$ cat src/hw/colmix_pkg.sv
package colmix_pkg;

    // Pixel field widths
    typedef logic [3:0]  color_t;
    typedef logic [4:0]  pal_t;
    typedef logic [2:0]  layer_code_t;
    typedef logic [1:0]  prio_grp_t;
    typedef logic [11:0] pxl_t;
    typedef logic [15:0] pal_word_t;

    // Raw layer inputs
    typedef logic [8:0]  obj_pxl_t;
    typedef logic [10:0] scr_pxl_t;

    // APB byte address
    typedef logic [13:0] apb_addr_t;

    // Source layer codes, top bits of the palette index
    localparam layer_code_t LYR_OBJ  = 3'd0;
    localparam layer_code_t LYR_SCR1 = 3'd1;
    localparam layer_code_t LYR_SCR2 = 3'd2;
    localparam layer_code_t LYR_SCR3 = 3'd3;
    localparam layer_code_t LYR_STAR = 3'd4;

    // Pen 15 never shows
    localparam color_t COLOR_TRANSP = 4'hf;

    localparam int NUM_LAYERS = 6;
    localparam int PAL_DEPTH  = 4096;

    typedef struct packed {
        prio_grp_t   group;
        layer_code_t code;
        pal_t        pal;
        color_t      color;
    } layer_entry_t;

    // Filler behind the last real layer, always transparent
    localparam layer_entry_t BLANK_ENTRY = '{group: 2'd3, code: 3'd5, pal: 5'd31, color: 4'hf};

    typedef struct packed {
        logic [15:0]      layer_ctrl;
        logic [4:0][7:0]  layer_mask;
        logic [3:0][15:0] prio;
        logic [3:0]       gfx_en;
    } mix_cfg_t;

    typedef struct packed {
        logic        psel;
        logic        penable;
        logic        pwrite;
        apb_addr_t   paddr;
        logic [15:0] pwdata;
    } apb_req_t;

    typedef struct packed {
        logic [15:0] prdata;
        logic        pready;
        logic        pslverr;
    } apb_rsp_t;

    // Palette port seen from the register block
    typedef struct packed {
        logic      we;
        logic      re;
        pxl_t      addr;
        pal_word_t wdata;
    } pal_bus_t;

    // Register map, byte addresses
    localparam apb_addr_t ADDR_LAYER_CTRL = 14'h000;
    localparam apb_addr_t ADDR_MASK0      = 14'h002;
    localparam apb_addr_t ADDR_MASK1      = 14'h004;
    localparam apb_addr_t ADDR_MASK2      = 14'h006;
    localparam apb_addr_t ADDR_MASK3      = 14'h008;
    localparam apb_addr_t ADDR_MASK4      = 14'h00a;
    localparam apb_addr_t ADDR_PRIO0      = 14'h00c;
    localparam apb_addr_t ADDR_PRIO1      = 14'h00e;
    localparam apb_addr_t ADDR_PRIO2      = 14'h010;
    localparam apb_addr_t ADDR_PRIO3      = 14'h012;
    localparam apb_addr_t ADDR_GFX_EN     = 14'h014;
    localparam apb_addr_t PAL_BASE        = 14'h2000;

endpackage

$ cat src/hw/prio_resolver.sv
`timescale 1ns/1ps

module prio_resolver (
    input  logic                     clk,
    input  logic                     reset,
    input  logic                     pxl_cen,
    input  colmix_pkg::mix_cfg_t     cfg,
    input  colmix_pkg::layer_entry_t layers [colmix_pkg::NUM_LAYERS],
    output colmix_pkg::pxl_t         pxl
);
    import colmix_pkg::*;

    localparam int QLEN = NUM_LAYERS - 1;

    layer_entry_t cur;
    layer_entry_t queue [QLEN];
    logic         check_prio;
    logic         has_prio;
    logic         head_obj;
    logic         take;

    // Pen mask of the current pixel's group
    assign has_prio = cfg.prio[cur.group][cur.color];
    assign head_obj = (queue[0].code == LYR_OBJ);

    // Head wins over a transparent pixel, or when opaque and not a
    // sprite blocked by the current group's mask
    assign take = (cur.color == COLOR_TRANSP) ||
                  ((queue[0].color != COLOR_TRANSP) && !(head_obj && check_prio && has_prio));

    always_ff @(posedge clk) begin
        if (reset) begin
            pxl        <= '0;
            cur        <= BLANK_ENTRY;
            check_prio <= 1'b0;
            for (int i = 0; i < QLEN; i++) begin
                queue[i] <= BLANK_ENTRY;
            end
        end else if (pxl_cen) begin
            // Publish last walk and start the next from the back layer
            pxl        <= {cur.code, cur.pal, cur.color};
            cur        <= layers[0];
            check_prio <= 1'b0;
            for (int i = 0; i < QLEN; i++) begin
                queue[i] <= layers[i + 1];
            end
        end else begin
            if (take) begin
                cur        <= queue[0];
                // Stars never arm the sprite check
                check_prio <= (queue[0].code != LYR_STAR);
            end else begin
                check_prio <= 1'b0;
            end
            // Advance toward the front, blank fills in behind
            for (int i = 0; i < QLEN - 1; i++) begin
                queue[i] <= queue[i + 1];
            end
            queue[QLEN-1] <= BLANK_ENTRY;
        end
    end

endmodule

$ cat config.mk
export PLATFORM = sky130hd
export DESIGN_NAME = prio_resolver
export DESIGN_NICKNAME = d
export VERILOG_FILES = /design/src/hw/colmix_pkg.sv /design/src/hw/prio_resolver.sv
export SDC_FILE = /design/constraint.sdc
export NUM_CORES = 1
export LEC_CHECK = 0
export BUFFER_PORTS_ARGS = -buffer_cell sky130_fd_sc_hd__buf_2
export CAP_MARGIN = 20
export CORE_ASPECT_RATIO = 1.75
export CORE_MARGIN = 2
export CORE_UTILIZATION = 44
export DETAILED_ROUTE_END_ITERATION = 10
export PLACE_DENSITY = 0.75
export SLEW_MARGIN = 20
export SYNTH_ARGS = -nofsm -noshare
export SYNTH_HDL_FRONTEND = slang
export SYNTH_SLANG_ARGS = --single-unit
$ cat constraint.sdc
create_clock -name clk -period 3.3 [get_ports clk]
set_input_delay 0.33 -clock clk [delete_from_list [all_inputs] [get_ports clk]]
set_output_delay 0.33 -clock clk [all_outputs]
set_load 0.01 [all_outputs]
After elaboration in Yosys (flattened, before gate mapping):

Memory sizes are Yosys's and may differ from the RTL's.
Index checks and enable logic that the tools add are counted.

* register bits: 27
* bits in latches: 0
* RAM bits: 70
* ROM bits: 0
* input bits: 211
* output and inout bits: 12
* logic and storage cells: 55
* memories: 1

* $add $sub $neg: 0
* multiply operators: 0
* div/mod/pow operators: 0
* $lt $le $gt $ge: 2
* equal/unequal tests: 3
* shift-type cells: 0
* multiplexer cells: 24
* bitwise gates (word level): 11
* reduce and logical (&&, ||, !) cells: 8

Memory list
* queue: words 5, bits a word 14, rd ports 5, clocked after Yosys merged registers in 0, write ports 5, line prio_resolver.sv:16 `layer_entry_t queue [QLEN];`

Operators by type and width (number)
* $mux 14: 12
* $bmux 16 s2: 1
* $mux 16: 1
* $or 1x1->1: 10
* $mux 1: 9
* $lt 4x5->1 const B: 1
* $bmux 1 s4: 1
* $eq 4x4->1 const B: 1
* $ne 4x4->1 const B: 1
* $logic_and 1x1->1: 3
* $logic_not 3->1: 1
* $lt 2x3->1 const B: 1
* $ne 3x3->1 const B: 1
* $reduce_or 3->1: 1
* $reduce_bool 2->1: 1
* $logic_not 1->1: 1
* $logic_or 1x1->1: 1
* $not 1->1: 1

Longest topological paths before layout:

* word-level depth: 10
* depth in mapped cells: 10

Worst setup path before layout:

No wires, ideal clock.

* path type: reg2reg
* start point: reg cur[12] in the netlist's numbering
* end point: reg cur[12] in the netlist's numbering
* setup time: 122 ps
* arrival: 2215 ps
* data required time: 3178 ps
* slack: 963 ps
* cell stages (with the launch flop): 9
* cells stage by stage: dfxtp_1 > buf_6 > mux4_2 > mux2_2 > a22oi_1 > o2bb2ai_1 > o21ai_2 > and3_2 > o32a_1

* longest elaborated chain between the ends: 9

RTL lines
* start: declaration: line prio_resolver.sv:15 `layer_entry_t cur;`
* start signal: assignment: line prio_resolver.sv:42 `cur <= layers[0];`
* start signal: assignment: line prio_resolver.sv:49 `cur <= queue[0];`
* $bmux 16 s2: line prio_resolver.sv:23 `assign has_prio = cfg.prio[cur.group][cur.color];`
* $mux 16 (implied by the code): line prio_resolver.sv:23
* $bmux 1 s4: line prio_resolver.sv:23
* $mux 1 (implied by the code): line prio_resolver.sv:23
* $logic_and 1x1->1: line prio_resolver.sv:29 `((queue[0].color != COLOR_TRANSP) && !(head_obj && check_prio && has_prio));`
* $logic_not 1->1: line prio_resolver.sv:29
* $logic_and 1x1->1: line prio_resolver.sv:29
* $logic_or 1x1->1: line prio_resolver.sv:28 `assign take = (cur.color == COLOR_TRANSP) ||`
* $reduce_bool 2->1 (no line)

No other way between the ends. The select of a mux whose other input is x is not followed.
A chain may end at the register's enable or synchronous reset.

Worst setup path in the final report:

* start point: reg cur[12] in the netlist's numbering
* end point: reg cur[4] in the netlist's numbering

Same word-level chain as after synthesis.

==> impl_metrics.toml <==
[clock_tree]
cts_made_buffers = 9
htreeDepth = 3
path_clk_slew_ns = 0.06
insertion_delay_ns = 0.33
tritoncts = "yes"
cts-root-buf = "clkbuf_16"
cts.sinks = 97
clk_path_buf_depth = 2

[die]
die-height_um = 144.8
dieArea_sq_mm = 0.01223
core_area_sq_mm = 0.01110
ios = 223
rows = 51
initial_utilization_pct = 44.88
die_w_um = 84.45

[timing]
relSlewSlack_pct = 39.42
finalHoldViolCount = 0
holdWs_ns = 0.2318
rsz0062_at_grt = "false"
final.setup.tns_ns = 0
fin_crit_ns = 2.966
fmax_mhz = 337.2
finalMaxSlewViolations = 0
fin_ws_ns = 0.3343
finalSetupViolations = 0
clock_skew_ns = 0.006939
period_share_pct = 89.87
tightest_slew_ns = 0.9068

[cells_and_area]
fillers = 1011
antenna_cells = 0
register_area_sq_mm = 0.002643
stdcell_count = 762
layout-drive-gt1-share_pct = 31.75
multiInputGateArea_sq_mm = 0.002361
area_growth_pct = 28.25
final_cell_mix = "buf_2 (161), edfxtp_1 (70), conb_1 (70), nor2b_1 (53), a211o_1 (52)"
fin_nets = 836
layout_commonest_cell = "buf_2"

[synthesis]
synthArstFlopShare_pct = 0
synth_edf_count = 70
synthFlopType = "edfxtp_1"
synth_top_area_cell = "edfxtp_1"
ys_warn_count = 0
yosysSeqAreaShare_pct = 53.03
synthTopCellsByArea = "edfxtp_1 (42%), dfxtp_1 (11%), a211o_1 (9.1%)"
synth-seq-cells = 97
syn_inst = 409
synth_top_area_share_pct = 42.18
post_synth_num_cell_types = 53
syn_avg_cell_area_sq_um = 12.18
syn_area_sq_mm = 0.004984

[routing]
drc = 0
ant_nets = 0
topRoutingLayerUsed = "met4"
via_count = 3871
wl_mm = 11.74
dr.pass1.iters = 4
wl_met3_um = 880
wl_per_cell_um = 15.40
drt-met1-wl_mm = 4.029
viasPerCell = 5.080
drt_iter0_markers = 143
wl_met2_mm = 6.600

[power_and_ir_drop]
power.internal_mw = 2.279
power_frac_seq_pct = 48.5
power_frac_comb_pct = 14.3
switching_share_pct = 23.04
p_clk_share_pct = 37.2
vdd_drop_max_uv = 425.2
p_sw_mw = 0.6825
p_leak_nw = 2.839
p_per_area_mw_per_mm2 = 463.4

[global_route]
grt_max_degree = 51
grt_pass1_wl_mm = 18.06
antenna_found_initial = 0
grt.overflow.total = 0
grt_pass1_vias = 3927
gr-usage-all-layers_pct = 18.91

[flow_run]
maxCapViolations = 0

[place]
gp_congestion = 0.8989
dp_hpwl_mm = 9.067
dpl_worst_slack_ns = 0.2107
place_inst = 746
portBuffers = 162

[worst_setup_path]
cp-end-kind = "flip-flop"
required_ns = 3.56
path_class = "reg2reg"
arrival_ns = 3.22
crit_fanout = 14
start_kind = "flip-flop"

[min_path]
hold_path.class = "in2reg"

[outcome]
status = "finished, final reports clean"
power groups by stage:
stage | combinational, mW | sequential (mW) | clock, mW
2_1_floorplan | 0.282 | 1.45 | 0
3_3_place_gp | 0.410 | 1.46 | 0
4_1_cts | 0.425 | 1.44 | 1.14
3_5_place_dp | 0.422 | 1.46 | 0
5_1_grt | 0.468 | 1.44 | 1.18
6_report | 0.425 | 1.44 | 1.10
per-stage QoR:
step	utilization [%]	power [mW]	cell area, sq um
global placement	54.62	1.869	6065
global route	57.56	3.088	6391
floorplan	-	1.729	5243
CTS	57.49	2.997	6384
detailed placement	54.62	1.886	6065
finish	57.56	2.962	6391
cell type report:
type	instances	area share, %
clock buffer	10	3.583
clock inverter	6	1.410
inverter	4	0.2349
multi-input combinational	341	36.94
sequential	97	41.35
tap	132	2.584
timing repair buffer	172	13.90
path summary, 6_finish.rpt:
path	start	slack, ns	depth (start not counted)	end
worst max register to register	cur[12]	0.33	8	cur[4]
worst min-delay path	layers[82]	0.23	2	cur[12]
worst min register to register	cur[6]	0.49	2	cur[6]
worst max-delay path	cur[12]	0.33	8	cur[4]
what timing repair did:
| action | 4_1_cts | 5_1_grt |
|---|---|---|
| resized for setup | 0 | 1 |
| hold buffers | 0 | 0 |
| setup endpoints to repair | 0 | 2 |
| setup buffers | 0 | 0 |
Yosys cell counts (2+ instances only):
master and count:
dfxtp_1 27, a211o_1 52, nor3_1 3, nand4_1 2, nor2b_1 53, a21oi_1 5, and3_1 2, a31oi_1 11
edfxtp_1 70, a221oi_1 2, nand2b_1 14, and2_1 2, clkbuf_1 22, clkbuf_8 3, nor2_1 36, inv_1 3
a2bb2oi_1 2, nand2_1 3, mux4_1 9, buf_6 6, mux4_2 3, mux2_2 3, mux2i_1 24, nand3_1 11
o21ai_0 13
registers in the layout, indices dropped and copies added (netlist names):
name / cells
cur: 14
check_prio: 1
pxl: 12
queue: 70
per-layer routing:
metal  global-route usage (%)  up-vias
li1                         -     1913
met1                    17.60     1792
met2                    39.14      155
met3                    4.084       11
met4                    6.934        0
met5                        0        -
logic make-up after synthesis:
family                 share of synthesized area [%]
other                                        0.07525
buffers and inverters                          4.946
muxes                                          11.60
AOI/OAI and AO/OA                              15.82
DFF                                            53.03
and+or+nand+nor                                14.54
critical path, cell delays in order (launching register included):
cell and delay (ns):
dfxtp_1 0.56, buf_4 0.33, mux4_1 0.59, mux2i_1 0.30, o21bai_1 0.13, a2bb2oi_1 0.19
a21boi_4 0.38, o21ai_0 0.22, a31oi_1 0.20
Note: power is estimated with default switching activity, not from simulation.
