<file path="src/hw/colmix_pkg.sv">
package colmix_pkg;

    // Pixel field widths
    typedef logic [3:0]  color_t;
    typedef logic [4:0]  pal_t;
    typedef logic [2:0]  layer_code_t;
    typedef logic [1:0]  prio_grp_t;
    typedef logic [11:0] pxl_t;
    typedef logic [15:0] pal_word_t;

    // Raw layer inputs
    typedef logic [8:0]  obj_pxl_t;
    typedef logic [10:0] scr_pxl_t;

    // APB byte address
    typedef logic [13:0] apb_addr_t;

    // Source layer codes, top bits of the palette index
    localparam layer_code_t LYR_OBJ  = 3'd0;
    localparam layer_code_t LYR_SCR1 = 3'd1;
    localparam layer_code_t LYR_SCR2 = 3'd2;
    localparam layer_code_t LYR_SCR3 = 3'd3;
    localparam layer_code_t LYR_STAR = 3'd4;

    // Pen 15 never shows
    localparam color_t COLOR_TRANSP = 4'hf;

    localparam int NUM_LAYERS = 6;
    localparam int PAL_DEPTH  = 4096;

    typedef struct packed {
        prio_grp_t   group;
        layer_code_t code;
        pal_t        pal;
        color_t      color;
    } layer_entry_t;

    // Filler behind the last real layer, always transparent
    localparam layer_entry_t BLANK_ENTRY = '{group: 2'd3, code: 3'd5, pal: 5'd31, color: 4'hf};

    typedef struct packed {
        logic [15:0]      layer_ctrl;
        logic [4:0][7:0]  layer_mask;
        logic [3:0][15:0] prio;
        logic [3:0]       gfx_en;
    } mix_cfg_t;

    typedef struct packed {
        logic        psel;
        logic        penable;
        logic        pwrite;
        apb_addr_t   paddr;
        logic [15:0] pwdata;
    } apb_req_t;

    typedef struct packed {
        logic [15:0] prdata;
        logic        pready;
        logic        pslverr;
    } apb_rsp_t;

    // Palette port seen from the register block
    typedef struct packed {
        logic      we;
        logic      re;
        pxl_t      addr;
        pal_word_t wdata;
    } pal_bus_t;

    // Register map, byte addresses
    localparam apb_addr_t ADDR_LAYER_CTRL = 14'h000;
    localparam apb_addr_t ADDR_MASK0      = 14'h002;
    localparam apb_addr_t ADDR_MASK1      = 14'h004;
    localparam apb_addr_t ADDR_MASK2      = 14'h006;
    localparam apb_addr_t ADDR_MASK3      = 14'h008;
    localparam apb_addr_t ADDR_MASK4      = 14'h00a;
    localparam apb_addr_t ADDR_PRIO0      = 14'h00c;
    localparam apb_addr_t ADDR_PRIO1      = 14'h00e;
    localparam apb_addr_t ADDR_PRIO2      = 14'h010;
    localparam apb_addr_t ADDR_PRIO3      = 14'h012;
    localparam apb_addr_t ADDR_GFX_EN     = 14'h014;
    localparam apb_addr_t PAL_BASE        = 14'h2000;

endpackage

</file>
<file path="src/hw/colmix_regs.sv">
`timescale 1ns/1ps

module colmix_regs (
    input  logic                  clk,
    input  logic                  reset,
    input  colmix_pkg::apb_req_t  apb_req,
    output colmix_pkg::apb_rsp_t  apb_rsp,
    output colmix_pkg::mix_cfg_t  cfg,
    output colmix_pkg::pal_bus_t  pal_bus,
    input  colmix_pkg::pal_word_t pal_rdata
);
    import colmix_pkg::*;

    logic        setup;
    logic        access;
    logic        pal_sel;
    logic        reg_hit;
    logic [15:0] reg_rdata;
    logic        pready_q;
    logic        pslverr_q;

    // APB phases
    assign setup   = apb_req.psel & ~apb_req.penable;
    assign access  = apb_req.psel & apb_req.penable;
    // Upper half of the map is palette
    assign pal_sel = (apb_req.paddr >= PAL_BASE);

    // Register decode and readback
    always_comb begin
        reg_hit   = 1'b1;
        reg_rdata = 16'h0000;
        case (apb_req.paddr)
            ADDR_LAYER_CTRL: reg_rdata = cfg.layer_ctrl;
            ADDR_MASK0:      reg_rdata = {8'h00, cfg.layer_mask[0]};
            ADDR_MASK1:      reg_rdata = {8'h00, cfg.layer_mask[1]};
            ADDR_MASK2:      reg_rdata = {8'h00, cfg.layer_mask[2]};
            ADDR_MASK3:      reg_rdata = {8'h00, cfg.layer_mask[3]};
            ADDR_MASK4:      reg_rdata = {8'h00, cfg.layer_mask[4]};
            ADDR_PRIO0:      reg_rdata = cfg.prio[0];
            ADDR_PRIO1:      reg_rdata = cfg.prio[1];
            ADDR_PRIO2:      reg_rdata = cfg.prio[2];
            ADDR_PRIO3:      reg_rdata = cfg.prio[3];
            ADDR_GFX_EN:     reg_rdata = {12'h000, cfg.gfx_en};
            default:         reg_hit   = 1'b0;
        endcase
    end

    // Handshake
    // Everything but a palette read is ready in the first access cycle,
    // so pready is set up at the end of setup
    always_ff @(posedge clk) begin
        if (reset) begin
            pready_q  <= 1'b0;
            pslverr_q <= 1'b0;
        end else begin
            pready_q  <= 1'b0;
            pslverr_q <= 1'b0;
            if (setup) begin
                pready_q  <= ~(pal_sel & ~apb_req.pwrite);
                pslverr_q <= ~pal_sel & ~reg_hit;
            end else if (access & pal_sel & ~apb_req.pwrite & ~pready_q) begin
                // Palette word lands next cycle
                pready_q <= 1'b1;
            end
        end
    end

    // Configuration writes on the completing edge
    always_ff @(posedge clk) begin
        if (reset) begin
            cfg <= '0;
        end else if (access & apb_req.pwrite & pready_q) begin
            case (apb_req.paddr)
                ADDR_LAYER_CTRL: cfg.layer_ctrl    <= apb_req.pwdata;
                ADDR_MASK0:      cfg.layer_mask[0] <= apb_req.pwdata[7:0];
                ADDR_MASK1:      cfg.layer_mask[1] <= apb_req.pwdata[7:0];
                ADDR_MASK2:      cfg.layer_mask[2] <= apb_req.pwdata[7:0];
                ADDR_MASK3:      cfg.layer_mask[3] <= apb_req.pwdata[7:0];
                ADDR_MASK4:      cfg.layer_mask[4] <= apb_req.pwdata[7:0];
                ADDR_PRIO0:      cfg.prio[0]       <= apb_req.pwdata;
                ADDR_PRIO1:      cfg.prio[1]       <= apb_req.pwdata;
                ADDR_PRIO2:      cfg.prio[2]       <= apb_req.pwdata;
                ADDR_PRIO3:      cfg.prio[3]       <= apb_req.pwdata;
                ADDR_GFX_EN:     cfg.gfx_en        <= apb_req.pwdata[3:0];
                default:         ;
            endcase
        end
    end

    // Palette strobes, one cycle each
    always_comb begin
        pal_bus.we    = access & apb_req.pwrite & pal_sel;
        pal_bus.re    = access & ~apb_req.pwrite & pal_sel & ~pready_q;
        // Word index, byte bit dropped
        pal_bus.addr  = apb_req.paddr[12:1];
        pal_bus.wdata = apb_req.pwdata;
    end

    // Unmapped reads fall out as zero from the decode
    assign apb_rsp.prdata  = pal_sel ? pal_rdata : reg_rdata;
    assign apb_rsp.pready  = pready_q;
    assign apb_rsp.pslverr = pslverr_q;

endmodule

</file>
<file path="config.mk">
export PLATFORM = sky130hd
export DESIGN_NAME = colmix_regs
export DESIGN_NICKNAME = d
export VERILOG_FILES = /design/src/hw/colmix_pkg.sv /design/src/hw/colmix_regs.sv
export SDC_FILE = /design/constraint.sdc
export NUM_CORES = 1
export LEC_CHECK = 0
export ABC_AREA = 1
export CAP_MARGIN = 10
export CORE_MARGIN = 8
export CORE_UTILIZATION = 40
export DETAILED_ROUTE_END_ITERATION = 8
export DONT_BUFFER_PORTS = 1
export GPL_ROUTABILITY_DRIVEN = 0
export GPL_TIMING_DRIVEN = 1
export PLACE_DENSITY = 0.61
export SLEW_MARGIN = 0
export SYNTH_ARGS = -nofsm -noshare
export SYNTH_HDL_FRONTEND = slang
export SYNTH_SLANG_ARGS = --single-unit
</file>
<file path="constraint.sdc">
create_clock -name clk -period 1.45 [get_ports clk]
set_clock_uncertainty 0.1 [all_clocks]
set_input_delay 0 -clock clk [delete_from_list [all_inputs] [get_ports clk]]
set_output_delay 0 -clock clk [all_outputs]
set_load 0.05 [all_outputs]
</file>
# Yosys cells after proc, flatten, opt, wreduce, memory -nomap -nowiden
# Index checks and enable logic that the tools add are counted.
[totals] regBits=126 input_bits=51
[op_classes] n_reduce_logical=14 bitwise=20 n_mux=5 eq_ne=10 order_cmp=1
[op_table] cell="16-bit one-hot mux with 11 select lines" n=1
[op_table] cell="14-bit by 4-bit == test with 1-bit output, second input constant" n=4
[op_table] cell="14-bit by 5-bit == test with 1-bit output, second input constant" n=3
[op_table] cell="14-bit by 3-bit == test with 1-bit output, second input constant" n=2
[op_table] cell="2-bit AND reduction" n=11
[op_table] cell="16-bit two-way mux" n=1
[op_table] cell="14-bit by 2-bit == test with 1-bit output, second input constant" n=1
[op_table] cell="14-bit greater-or-equal comparator, second input constant" n=1
[op_table] cell="14-bit logical NOT" n=1
[op_table] cell="1-bit AND" n=13
[op_table] cell="11-bit OR reduction" n=1
[op_table] cell="1-bit NOT" n=7
[op_table] cell="1-bit two-way mux" n=3
[op_table] cell="2-bit OR reduction" n=1

# Depth between registers and ports, before layout
[depth] ltp_word=6 mapped_depth=12 depth_no_buf=10

# Worst setup path after synthesis
# Ideal clock, no wire load.
[synth_timing] kind="reg-to-reg" startpoint="register pready_q" endpoint="register pready_q" required_ns=1.280 synth_period_minus_slack_ns=1.805 arrival_ns=1.635 stages_incl_launch_ff=4 setup_ns=0.070 path_buffers=0 setup_slack_ns=-0.355 path_cell_list="dfxtp_1 -> nor3_1 -> a21oi_1 -> nor2_1"
[synth_via] elab_chain_cells=4
[synth_rtl] item="start, declared" line="colmix_regs.sv:19" text="logic pready_q;"
[synth_rtl] item="start signal, assigned" line="colmix_regs.sv:59" text="pready_q <= ~(pal_sel & ~apb_req.pwrite);"
[synth_rtl] item="1-bit NOT" line="colmix_regs.sv:61" text="end else if (access & pal_sel & ~apb_req.pwrite & ~pready_q) begin"
[synth_rtl] item="1-bit AND" line="colmix_regs.sv:61"
[synth_rtl] item="1-bit two-way mux" line="colmix_regs.sv:61"
[synth_rtl] item="1-bit two-way mux" line="colmix_regs.sv:58" text="if (setup) begin"
# Every way passes these cells.
# A chain may end at the register's enable or synchronous reset.

==> flow_metrics.tcl <==
set metrics [dict create \
    layout_commonest_cell "buf_4" \
    dpl.cell_count 1203 \
    cts_tree "yes" \
    drt-total-wl_mm 29.7 \
    path_class "reg -> out" \
    syn_inst 894 \
    worst_pin_slew_ns 1.41 \
    ys.warnings.count 0 \
    cts_max_level 4 \
    finalMaxSlewViolations 0 \
    crit_fanout 2 \
    ys_seq_area_frac 0.405 \
    syn_nets 945 \
    ys_ff_latch 126 \
    cp_slowest_cell "dfxtp_1" \
    min_period_over_period 1.13 \
    hold_viol 0 \
    clock_latency_ns 0.42 \
    grt-ovfl-total 0 \
    drt_iter0_markers 787 \
    first_global_vias 6608 \
    setup_slack_ns -0.194 \
    path_cells "nand3_1 -> nand2_1 -> nor2_1 -> nand4_1 -> buf_12" \
    max_stage_delay_ns 0.32 \
    syn_area_sq_mm 0.00623 \
    die_area_sq_mm 0.0198 \
    hp-class "in -> reg" \
    drtAntennaViolNets 0 \
    rsz0062_at_grt "true" \
    final_layout_size_suffix_gt1_frac 0.515 \
    wl_per_cell_um 22.6 \
    finalCriticalPeriod_ns 1.64 \
    regArea_sq_mm 0.00259 \
    fmax_mhz 608 \
    cts-buffers-inserted 17 \
    area_growth_pct 69.3 \
    dp_slack_ns -0.149 \
    num_io_pins 223 \
    cts.path.max_buffers 2 \
    status "complete, but fails checks" \
    final_cells 1313 \
    finalSetupViolations 61 \
    final_cell_mix "178 x buf_4, 102 x a21oi_1, 84 x inv_1" \
    vdd.ir_drop.worst_mv 0.876 \
    cts_sinks 126 \
    crit_path_end_kind "primary output" \
    core_area_sq_mm 0.0152 \
    rows 45 \
    start_util 0.410 \
    vias_per_cell 5.75 \
    syn_avg_cell_area_sq_um 6.97 \
    synth_cell_types 24 \
    routed-via-count 7553 \
    cts_root_buffer "clkbuf_16" \
    critPathArrivalTime_ns 1.54 \
    multi_input_area_sq_mm 0.00379 \
    path_clk_slew_ns 0.06 \
    violations "negative setup slack" \
    grt_first_pass_wirelength_mm 38.5 \
    fill_cells 1069 \
    track_usage 0.253 \
    drc 0 \
    dieWidth_um 141 \
    drt_pass1_iterations 6 \
    startpoint_type "register" \
    port_buffers 0 \
    hpwl_mm 17.5 \
    required_ns 1.35 \
    grt_start_max_net_pins 47 \
    antenna_found_initial 1 \
    leakage_nw 4.33 \
    chipHeight_um 141 \
    relSlewSlack 0.0621 \
    nets 1165 \
    cap_violations 0 \
    power_density_mw_per_mm2 786 \
]
-- logic make-up after synthesis --
kind of cell / count (synthesis) / share of synthesized area
and+or+nand+nor: 334 / 0.254
DFF: 126 / 0.405
buffers and inverters: 199 / 0.152
AOI/OAI and AO/OA: 235 / 0.189
-- state kept, by name, indices dropped and copies added (netlist names) --
| register | flops |
|---|---|
| cfg | 124 |
| pready_q | 1 |
| pslverr_q | 1 |
-- synth_stat cells --
| master | number | area, sq um |
|---|---|---|
| buf_6 | 4 | 45.0 |
| inv_1 | 108 | 405 |
| buf_2 | 15 | 75.1 |
| nor3_1 | 10 | 50.1 |
| buf_4 | 40 | 300 |
| nand2_2 | 6 | 37.5 |
| a21oi_1 | 125 | 626 |
| clkinv_2 | 1 | 5.00 |
| clkbuf_1 | 26 | 97.6 |
| dfxtp_1 | 126 | 2520 |
| inv_4 | 1 | 6.26 |
| nand3_1 | 115 | 576 |
| o21ai_0 | 74 | 370 |
| nand2_4 | 3 | 33.8 |
| nand4_2 | 1 | 12.5 |
| o21ai_1 | 36 | 180 |
| or2_1 | 1 | 6.26 |
| nor2_2 | 5 | 31.3 |
| nor2_1 | 63 | 236 |
| nand3_2 | 2 | 20.0 |
| nand2_1 | 109 | 409 |
| inv_2 | 4 | 15.0 |
| nor2_4 | 10 | 113 |
| nand4_1 | 9 | 56.3 |
-- area by class of cell --
cell class / count / share of cell area
Antenna cell: 1 / 0.000237
Clock buffer: 21 / 0.0427
Clock inverter: 8 / 0.00664
Inverter: 114 / 0.0421
Multi-Input combinational cell: 569 / 0.359
Sequential cell: 126 / 0.245
Tap cell: 188 / 0.0223
Timing Repair Buffer: 284 / 0.280
Timing Repair inverter: 2 / 0.00202
-- critical path: cells and delay by family (launching register included) --
family / cells / cell delay [ns]
AND/OR/NAND/NOR: 4 / 0.60
buffers and inverters: 1 / 0.21
flip-flops: 1 / 0.32
-- where the power goes --
| group | switching [mW] | total, mW | leakage (nW) | internal [mW] |
|---|---|---|---|---|
| clock network | 1.59 | 3.94 | 0.254 | 2.35 |
| logic | 0.610 | 0.878 | 3.04 | 0.268 |
| registers | 0.00513 | 3.47 | 1.04 | 3.46 |
| total | 2.20 | 8.29 | 4.33 | 6.08 |
-- per-layer routing --
metal | track usage | vias up | wire (um)
met5 | 0 | - | 0
met4 | 0.103 | 0 | 1300
met3 | 0.0952 | 110 | 3750
met2 | 0.386 | 496 | 13600
met1 | 0.315 | 3582 | 11100
li1 | - | 3365 | -
-- final timing paths --
path | depth (start not counted) | from | end | slack (ns)
worst min register to register | 2 | cfg[32] | cfg[32] | 0.36
worst max-delay path | 5 | cfg[113] | apb_rsp[7] | -0.19
worst min-delay path | 6 | apb_req[16] | cfg[105] | 0.05
worst max register to register | 7 | pready_q | cfg[75] | -0.08
-- through the flow --
stage	cell area, sq um	setup TNS, ns	hold slack [ns]	utilization	total power, mW
floorplan	6360	-0.795	0.0483	-	4.06
finish	10500	-2.23	0.0476	0.694	8.29
global route	10500	-6.06	0.0784	0.694	8.49
CTS	9200	-0.632	0.0301	0.605	8.15
global placement	7900	-1.93	-0.0995	0.520	3.94
detailed placement	7900	-3.10	-0.0995	0.520	3.94
-- repair_timing --
action	4_1_cts	5_1_grt
gates resized for setup	109	310
cloned	0	16
pin swaps	47	79
hold buffers	38	0
endpoints found under the setup margin	53	97
buffers inserted	11	17
hold endpoints to repair	154	0
No activity file was read; power rests on OpenSTA's default activity.
