**src/hw/colmix_pkg.sv**
```systemverilog
package colmix_pkg;

    // Pixel field widths
    typedef logic [3:0]  color_t;
    typedef logic [4:0]  pal_t;
    typedef logic [2:0]  layer_code_t;
    typedef logic [1:0]  prio_grp_t;
    typedef logic [11:0] pxl_t;
    typedef logic [15:0] pal_word_t;

    // Raw layer inputs
    typedef logic [8:0]  obj_pxl_t;
    typedef logic [10:0] scr_pxl_t;

    // APB byte address
    typedef logic [13:0] apb_addr_t;

    // Source layer codes, top bits of the palette index
    localparam layer_code_t LYR_OBJ  = 3'd0;
    localparam layer_code_t LYR_SCR1 = 3'd1;
    localparam layer_code_t LYR_SCR2 = 3'd2;
    localparam layer_code_t LYR_SCR3 = 3'd3;
    localparam layer_code_t LYR_STAR = 3'd4;

    // Pen 15 never shows
    localparam color_t COLOR_TRANSP = 4'hf;

    localparam int NUM_LAYERS = 6;
    localparam int PAL_DEPTH  = 4096;

    typedef struct packed {
        prio_grp_t   group;
        layer_code_t code;
        pal_t        pal;
        color_t      color;
    } layer_entry_t;

    // Filler behind the last real layer, always transparent
    localparam layer_entry_t BLANK_ENTRY = '{group: 2'd3, code: 3'd5, pal: 5'd31, color: 4'hf};

    typedef struct packed {
        logic [15:0]      layer_ctrl;
        logic [4:0][7:0]  layer_mask;
        logic [3:0][15:0] prio;
        logic [3:0]       gfx_en;
    } mix_cfg_t;

    typedef struct packed {
        logic        psel;
        logic        penable;
        logic        pwrite;
        apb_addr_t   paddr;
        logic [15:0] pwdata;
    } apb_req_t;

    typedef struct packed {
        logic [15:0] prdata;
        logic        pready;
        logic        pslverr;
    } apb_rsp_t;

    // Palette port seen from the register block
    typedef struct packed {
        logic      we;
        logic      re;
        pxl_t      addr;
        pal_word_t wdata;
    } pal_bus_t;

    // Register map, byte addresses
    localparam apb_addr_t ADDR_LAYER_CTRL = 14'h000;
    localparam apb_addr_t ADDR_MASK0      = 14'h002;
    localparam apb_addr_t ADDR_MASK1      = 14'h004;
    localparam apb_addr_t ADDR_MASK2      = 14'h006;
    localparam apb_addr_t ADDR_MASK3      = 14'h008;
    localparam apb_addr_t ADDR_MASK4      = 14'h00a;
    localparam apb_addr_t ADDR_PRIO0      = 14'h00c;
    localparam apb_addr_t ADDR_PRIO1      = 14'h00e;
    localparam apb_addr_t ADDR_PRIO2      = 14'h010;
    localparam apb_addr_t ADDR_PRIO3      = 14'h012;
    localparam apb_addr_t ADDR_GFX_EN     = 14'h014;
    localparam apb_addr_t PAL_BASE        = 14'h2000;

endpackage

```
**src/hw/layer_select.sv**
```systemverilog
`timescale 1ns/1ps

module layer_select (
    input  logic                     clk,
    input  logic                     reset,
    input  logic                     pxl_cen,
    input  colmix_pkg::mix_cfg_t     cfg,
    input  colmix_pkg::obj_pxl_t     obj_pxl,
    input  colmix_pkg::scr_pxl_t     scr1_pxl,
    input  colmix_pkg::scr_pxl_t     scr2_pxl,
    input  colmix_pkg::scr_pxl_t     scr3_pxl,
    input  colmix_pkg::obj_pxl_t     star0_pxl,
    input  colmix_pkg::obj_pxl_t     star1_pxl,
    output colmix_pkg::layer_entry_t layers [colmix_pkg::NUM_LAYERS]
);
    import colmix_pkg::*;

    logic [4:0]   lyren;
    layer_entry_t obj_e;
    layer_entry_t scr1_e;
    layer_entry_t scr2_e;
    layer_entry_t scr3_e;
    layer_entry_t star0_e;
    layer_entry_t star1_e;

    // Disabled layer shows nothing
    function automatic color_t mask_pen(input color_t pen, input logic en);
        return en ? pen : COLOR_TRANSP;
    endfunction

    // Order slot select: 0 sprite, 1..3 scroll
    function automatic layer_entry_t pick(input logic [1:0] sel);
        case (sel)
            2'd0:    return obj_e;
            2'd1:    return scr1_e;
            2'd2:    return scr2_e;
            default: return scr3_e;
        endcase
    endfunction

    // Layer i live when its mask hits an enabled ctrl bit
    always_comb begin
        for (int i = 0; i < 5; i++) begin
            lyren[i] = |(cfg.layer_mask[i][5:0] & cfg.layer_ctrl[5:0]);
        end
    end

    // Sprite gated by gfx_en only
    assign obj_e = '{group: 2'd0, code: LYR_OBJ, pal: obj_pxl[8:4],
                     color: mask_pen(obj_pxl[3:0], cfg.gfx_en[3])};

    // Scroll pixels carry their group in the top bits
    assign scr1_e = '{group: scr1_pxl[10:9], code: LYR_SCR1, pal: scr1_pxl[8:4],
                      color: mask_pen(scr1_pxl[3:0], lyren[0] & cfg.gfx_en[0])};
    assign scr2_e = '{group: scr2_pxl[10:9], code: LYR_SCR2, pal: scr2_pxl[8:4],
                      color: mask_pen(scr2_pxl[3:0], lyren[1] & cfg.gfx_en[1])};
    assign scr3_e = '{group: scr3_pxl[10:9], code: LYR_SCR3, pal: scr3_pxl[8:4],
                      color: mask_pen(scr3_pxl[3:0], lyren[2] & cfg.gfx_en[2])};

    // Stars use masks 3 and 4
    assign star0_e = '{group: 2'd0, code: LYR_STAR, pal: star0_pxl[8:4],
                       color: mask_pen(star0_pxl[3:0], lyren[3])};
    assign star1_e = '{group: 2'd0, code: LYR_STAR, pal: star1_pxl[8:4],
                       color: mask_pen(star1_pxl[3:0], lyren[4])};

    // Index 0 is the back layer, 5 the front
    always_ff @(posedge clk) begin
        if (reset) begin
            for (int i = 0; i < NUM_LAYERS; i++) begin
                layers[i] <= BLANK_ENTRY;
            end
        end else if (pxl_cen) begin
            layers[0] <= star1_e;
            layers[1] <= star0_e;
            layers[2] <= pick(cfg.layer_ctrl[7:6]);
            layers[3] <= pick(cfg.layer_ctrl[9:8]);
            layers[4] <= pick(cfg.layer_ctrl[11:10]);
            layers[5] <= pick(cfg.layer_ctrl[13:12]);
        end
    end

endmodule

```
**config.mk**
```make
export PLATFORM = sky130hd
export DESIGN_NAME = layer_select
export DESIGN_NICKNAME = d
export VERILOG_FILES = /design/src/hw/colmix_pkg.sv /design/src/hw/layer_select.sv
export SDC_FILE = /design/constraint.sdc
export NUM_CORES = 1
export LEC_CHECK = 0
export BUFFER_PORTS_ARGS = -buffer_cell sky130_fd_sc_hd__buf_2
export CAP_MARGIN = 20
export CORE_AREA = 2 2 106 108
export CTS_BUF_LIST = sky130_fd_sc_hd__clkbuf_2 sky130_fd_sc_hd__clkbuf_4 sky130_fd_sc_hd__clkbuf_8
export DETAILED_ROUTE_END_ITERATION = 10
export DIE_AREA = 0 0 108 110
export GPL_ROUTABILITY_DRIVEN = 0
export HOLD_SLACK_MARGIN = 0.02
export PLACE_DENSITY = 0.81
export SYNTH_ARGS = -nofsm -noshare
export SYNTH_HDL_FRONTEND = slang
export SYNTH_SLANG_ARGS = --single-unit
```
**constraint.sdc**
```tcl
create_clock -name clk -period 3 [get_ports clk]
set_input_delay 0.3 -clock clk [delete_from_list [all_inputs] [get_ports clk]]
set_output_delay 0.3 -clock clk [all_outputs]
set_load 0.01 [all_outputs]
```
# Word-level counts from Yosys, hierarchy flattened
# Index checks and enable logic that the tools add are counted.
[op_classes]
n_lt_le_gt_ge = 0
n_mul = 0
n_reduce_logical = 9
n_div = 0
n_bitwise = 8
n_mux = 10
addsub = 0
shifts = 0
n_eq_ne = 8
[ops]
columns = ["cell", "n"]
rows = [
  ["$pmux 14 s3", 4],
  ["$and 6x6->6", 5],
  ["$reduce_or 6->1", 5],
  ["$mux 4", 6],
  ["$eq 2x1->1 const B", 4],
  ["$eq 2x2->1 const B", 4],
  ["$logic_not 2->1", 4],
  ["$and 1x1->1", 3],
]
[word_totals]
memories = 0
ram_bits = 0
output_inout_bits = 84
wordCells = 57
input_bits = 187
latch_bits = 0
mem_bits_ro = 0
ff_bits = 77

# Depth between registers and ports, before layout
# Gate-level depths: netlist of run 1.
[logic_depth]
ltp_word = 5
mapped_depth = 6
ltp_nobuf = 4

# Worst setup path after synthesis of run 1
# Ideal clock, no wire load.
[synth_timing]
kind = "input-to-reg"
from = "in cfg[115] in the netlist's numbering"
to = "reg layers[45] in the netlist's numbering"
arrival_ns = 1.285
setup_ns = 0.122
n_path_buf = 1
cell_stages = 5
required_ns = 2.878
slack_ns = 1.593
cell_sequence = "clkbuf_1 > clkinv_1 > a21oi_1 > o22ai_1 > a221o_1"
[synth_via]
elab_chain_cells = 2
word_cells_on_any_way = 4
classes_between = "2 x eq/ne; 1 x mux; 1 x reduce/logical"
[synth_lines]
columns = ["item", "line", "text"]
rows = [
  ["start: declaration", "layer_select.sv:7", "input colmix_pkg::mix_cfg_t cfg,"],
  ["$eq 2x2->1 (tied with other cells)", "layer_select.sv:33", "case (sel)"],
  ["$pmux 14 s3 (*)", "layer_select.sv:33", ""],
  ["end: declaration", "layer_select.sv:14", "output colmix_pkg::layer_entry_t layers [colmix_pkg::NUM_LAYERS]"],
]
# Mark *: on every way between the ends. The rest lies on a longest branch, timed or not.
# A chain may end at the register's enable or synchronous reset.

# Worst setup path after layout of run 1
[layout_timing]
from = "in cfg[121] in the netlist's numbering"
to = "reg layers[2] in the netlist's numbering"
# Same word-level chain as after synthesis.

==> impl_metrics.yaml, run 1 <==
outcome:
  status: "finished, final reports clean"
hold_path:
  hold_start: "star1_pxl[5]"
  whs_path_depth: 2
  min_to: "layers[75]"
  hold_path.class: "primary input to flip-flop"
critical_path:
  timing.rr.end: "layers[42]"
  path_buf_inv: 2
  reg2reg_from: "layers[42]"
  crit_fanout: 18
  slowest_delay_ns: 0.41
  cp.arrival_ns: 1.77
  cpMaxStageDelayCell: "clkinv_1"
  r2r_slack_ns: 2.20
  end_kind: "flip-flop"
  critPathTopFamily: "buffers and inverters"
  r2r_cells: 1
  critical_path_required_ns: 3.24
  crit_path_start_kind: "primary input"
  crit_chain: "buf_2 > clkinv_1 > a21oi_1 > o22ai_1 > a221o_1"
  crit_type: "primary input to flip-flop"
  cp.depth: 5
global_routing:
  grt_usage_pct: 21.8
  grt_antenna_before_repair: 0
  grt_first_pass_wirelength_mm: 20.0
  grt_pass1_vias: 4062
  grt_overflow: 0
  grt_max_degree: 72
yosys:
  synthTopCellsByCount: "dfxtp_1 (71), nor2_1 (44), a21oi_1 (24), o22ai_1 (24), a211o_1 (22)"
  syn_avg_cell_area_sq_um: 9.70
  synth_area_leader_cell: "dfxtp_1"
  ys_warn_count: 0
  postSynth.asyncResetShare_pct: 0
  synth-seq-area-share_pct: 34.2
  synth_edf_count: 0
  synth.area.top_cells: "dfxtp_1 (34%), mux4_2 (11%), a211o_1 (4.6%), nand4bb_1 (4.3%), nor2_1 (4.0%)"
  synthesis.area_sq_mm: 0.00415
  synth_top_area_share_pct: 34.2
  synth_most_common_cell: "dfxtp_1"
  syn_inst: 428
  yosys_most_used_dff: "dfxtp_1"
  ys_types: 33
  synth_seq_cells: 71
route:
  drt_iter0_markers: 419
  viasPerCell: 5.84
  drc_errors: 0
  drtPass1Iterations: 6
  wl_per_cell_microns: 18.4
  via_count: 4232
  ant_nets: 0
  wirelength_mm: 13.3
timing:
  period_share_pct: 50.9
  fin_crit_ns: 1.53
  rsz0062_at_grt: "false"
  fmax_mhz: 654
  slew_violations: 0
  finClkSkew_ns: 0
  hold_violations: 0
  maxSlewHeadroom_pct: 48.8
  finalSetupViolCount: 0
  worst_pin_slew_ns: 0.769
  fin_setup_tns_ns: 0
clock_network:
  h-tree-depth: 3
  clk-insertion-delay-late_ns: 0.35
  clock_path_buffers: 2
  postCtsHoldBufs: 0
  cts.sinks: 71
  cts_tree: "built"
  cts_resized: 0
  cts_root_buffer: "clkbuf_8"
  cts_setup_buffers: 0
  cts_made_buffers: 9
  clk_pin_slew_ns: 0.09
floorplanning:
  die_area_sq_mm: 0.0119
  fp.dieW_microns: 108
  initial_core_util_pct: 38.8
  core_area_sq_mm: 0.0107
  num_io_pins: 271
  fp-row-count: 38
  die_y_microns: 110
place:
  portBuffers: 190
  post-dp-hpwl_mm: 9.46
  postPlaceCellArea_sq_mm: 0.00502
pwr:
  p_per_area_mw_per_mm2: 449
  power_leakage_nw: 2.19
  max-vdd-ir-drop_mv: 0.256
final_layout:
  final_area_sq_mm: 0.00523
  drive_gt1_share_pct: 41.9
  insertedDiodeCount: 0
  reg_top3: "layers: 71 flops"
  area.growth.synth_to_final_pct: 26.0
  largest_reg_flops: 71
  nets: 767
  top_register: "layers"
job:
  maxCapViolations: 0
-- stage by stage --
stage          worst slack (ns)  utilization [%]  power, mW  cells  hold WS [ns]
2_1_floorplan              1.59                -       1.42    430         0.422
3_3_place_gp               1.19             47.0       1.61    708         0.449
3_5_place_dp               1.16             47.0       1.64    708         0.453
4_1_cts                    1.54             48.7       2.37    724         0.121
5_1_grt                    1.46             48.9       2.46    725         0.132
6_report                   1.47             48.9       2.35    725         0.146
-- power breakdown --
part	internal (mW)	total, mW	switching [mW]
clock network	0.315	0.728	0.414
logic	0.261	0.577	0.315
registers	1.01	1.04	0.0348
-- layer usage --
metal	track usage, %	up-vias	part of all wire, %
li1	-	1964	-
met1	24.6	1986	39
met2	39.7	257	50
met3	4.29	25	8.8
met4	10.3	0	2.2
met5	0	-	0
-- cells by family after synthesis --
logic type / after synthesis / share of synthesized area [%]
other: 2 / 0.181
buffers and inverters: 62 / 7.51
AOI/OAI and AO/OA: 166 / 30.8
DFF: 71 / 34.2
muxes: 32 / 13.8
and+or+nand+nor: 95 / 13.5
-- placed cells by master (no fill, tap or decap) --
cell type   count
nand2b_1       12
a22oi_2         4
nor2b_1        18
o21bai_1       20
a31oi_1        16
mux2_2          2
a211o_1        22
buf_4           4
conb_1          4
nand4bb_1      16
nor2_1         44
buf_2         190
a31o_2          2
clkbuf_8        9
a221o_1        16
nand3_1         2
dfxtp_1        71
mux2i_1        10
a211oi_1        6
nand2_1         2
nand3_2         1
a21oi_1        24
clkinv_1        2
inv_6           5
buf_12          1
o22ai_1        24
a21o_1          1
a22oi_1        11
a311oi_2        4
mux4_2         20
a41oi_1        16
clkinvlp_4      2
inv_2           1
inv_1           3
-- layout make-up --
type,instances,area (sq um)
inverters,6,22.5
fillers,1005,5470
clock inverters,7,58.8
repair buffers,195,1000
clock buffers,9,124
well taps,140,175
flip-flops and latches,71,1420
multi-input cells,297,2420
-- worst max path at each step --
| stage | start | to |
|---|---|---|
| floorplan | cfg[115] | layers[45] |
| global placement | cfg[115] | layers[45] |
| detailed placement | cfg[115] | layers[43] |
| CTS | cfg[115] | layers[42] |
| global route | cfg[121] | layers[2] |
| finish | cfg[121] | layers[2] |
No activity file was read; power rests on OpenSTA's default activity.
==> run 2, diff against run 1 <==
Settings changed: CORE_AREA 2 2 106 108 to 2 2 107 109, DIE_AREA 0 0 108 110 to 0 0 109 111, PLACE_DENSITY 0.81 to 0.79.
Clock period 3 ns to 1.6 ns, I/O delays scaled along.
==> run 2 against run 1 <==
Clock skew stayed put. Clock-buffer cell count grew 3. First-iteration DRC count decreased by 27%. Critical endpoint is now layers[42].
==> impl_metrics.yaml, run 2 (synthesized netlist as in run 1, its figures left out) <==
pwr:
  max-vdd-ir-drop_mv: 0.580
  switchingPower_mw: 1.34
  p_comb_share_pct: 23.8
  pwr-share-clk_pct: 34.8
  swShare_pct: 28.4
  p_int_mw: 3.38
  p_seq_share_pct: 41.4
  p_per_area_mw_per_mm2: 859
  power_leakage_nw: 2.34
outcome:
  status: "finished, final reports clean"
timing:
  slew_violations: 0
  fin_crit_ns: 1.44
  worst_pin_slew_ns: 1.06
  maxSlewHeadroom_pct: 29.6
  finClkSkew_ns: 0
  fmax_mhz: 692
  hold_violations: 0
  finalSetupViolCount: 0
  rsz0062_at_grt: "false"
  fin_setup_tns_ns: 0
  period_share_pct: 90.3
clock_network:
  clock_path_buffers: 2
  cts.sinks: 71
  cts_root_buffer: "clkbuf_8"
  clk_pin_slew_ns: 0.07
  cts_tree: "built"
  h-tree-depth: 3
  cts_setup_buffers: 0
  cts_made_buffers: 9
  clk-insertion-delay-late_ns: 0.34
critical_path:
  startpoint: "cfg[109]"
  reg2reg_from: "layers[0]"
  r2r_cells: 1
  crit_chain: "buf_2 > a22oi_1 > a31oi_1 > o22ai_1 > a221o_1"
  r2r_slack_ns: 0.80
  end_kind: "flip-flop"
  crit_fanout: 16
  slowest_delay_ns: 0.83
  cp.arrival_ns: 1.74
  cpMaxStageDelayCell: "a22oi_1"
  crit_type: "primary input to flip-flop"
  crit_path_start_kind: "primary input"
  timing.rr.end: "layers[0]"
  critical_path_required_ns: 1.90
  endpoint: "layers[42]"
final_layout:
  largest_reg_flops: 71
  final_area_sq_mm: 0.00550
  nets: 792
  fill_cells: 1007
  post-route-util_pct: 49.7
  area.growth.synth_to_final_pct: 32.6
  drive_gt1_share_pct: 42.3
  multiInputGateArea_sq_mm: 0.00243
  sequential_cell_area_sq_mm: 0.00142
  insertedDiodeCount: 0
  mostFrequentLayoutCells: "buf_2 (190), dfxtp_1 (71), nor2_1 (44), a21oi_1 (24), o22ai_1 (24)"
  top_register: "layers"
  mostFrequentLayoutCell: "buf_2"
  reg_top3: "layers: 71 flops"
global_routing:
  grt_first_pass_wirelength_mm: 21.3
  grt_usage_pct: 22.6
  grt_antenna_before_repair: 1
  grt_max_degree: 61
  grt_pass1_vias: 4207
  grt_overflow: 0
floorplanning:
  core_area_sq_mm: 0.0111
  fp-row-count: 39
  die_y_microns: 111
  fp.dieW_microns: 109
  die_area_sq_mm: 0.0121
  initial_core_util_pct: 37.5
  num_io_pins: 271
hold_path:
  hold_path.class: "primary input to flip-flop"
  hold_start: "star1_pxl[0]"
route:
  wirelength_mm: 13.7
  viasPerCell: 5.69
  ant_nets: 0
  via_count: 4284
  drt_iter0_markers: 304
  drc_errors: 0
  drtPass1Iterations: 5
  wl_per_cell_microns: 18.1
place:
  post-dp-hpwl_mm: 9.98
  portBuffers: 190
  postPlaceCellArea_sq_mm: 0.00514
job:
  maxCapViolations: 0
-- run 2: area by class of cell --
class,count,share of cell area [%]
clock buffers,12,2.77
clock inverters,4,1.41
well taps,143,3.25
flip-flops and latches,71,25.8
repair buffers,220,22.2
multi-input cells,297,44.1
inverters,6,0.409
-- run 2: repair_timing --
item	CTS	global route
endpoints found under the setup margin	0	1
hold endpoints to repair	13	0
gates resized for setup	0	1
hold buffers	13	0
-- run 2: power by group through the flow --
stage | Clock [mW] | Combinational, mW | Sequential, mW
finish | 1.65 | 1.13 | 1.96
CTS | 1.71 | 1.12 | 1.96
global placement | 0 | 1.06 | 1.99
detailed placement | 0 | 1.09 | 2.00
global route | 1.79 | 1.23 | 1.97
floorplan | 0 | 0.610 | 2.05
-- run 2: routing by layer --
metal,wire length (microns),track usage [%]
met3,1390,7.05
met2,6450,37.3
met1,5560,27.3
met5,13,0
met4,239,8.55
-- run 2: how the worst min path moves through the flow --
stage / to / slack, ns / cells after the start
floorplan: layers[60] / 0.28 / 1
global placement: layers[75] / 0.37 / 2
detailed placement: layers[76] / 0.37 / 2
CTS: layers[70] / 0.02 / 3
global route: layers[71] / 0.04 / 3
finish: layers[70] / 0.04 / 3
-- run 2: critical path: cells and delay by family --
| family | cells | cell delay [ns] |
|---|---|---|
| AOI/OAI and AO/OA | 4 | 1.47 |
| buffers and inverters | 1 | 0.11 |
-- run 2: per-stage QoR --
stage               cells  power (mW)  worst slack (ns)  hold WS, ns
floorplan             430        2.66             0.333        0.282
global route          753        4.99            0.0639       0.0402
global placement      724        3.05            -0.117        0.365
finish                753        4.73             0.155       0.0438
CTS                   753        4.78             0.202       0.0224
detailed placement    724        3.09            -0.175        0.374
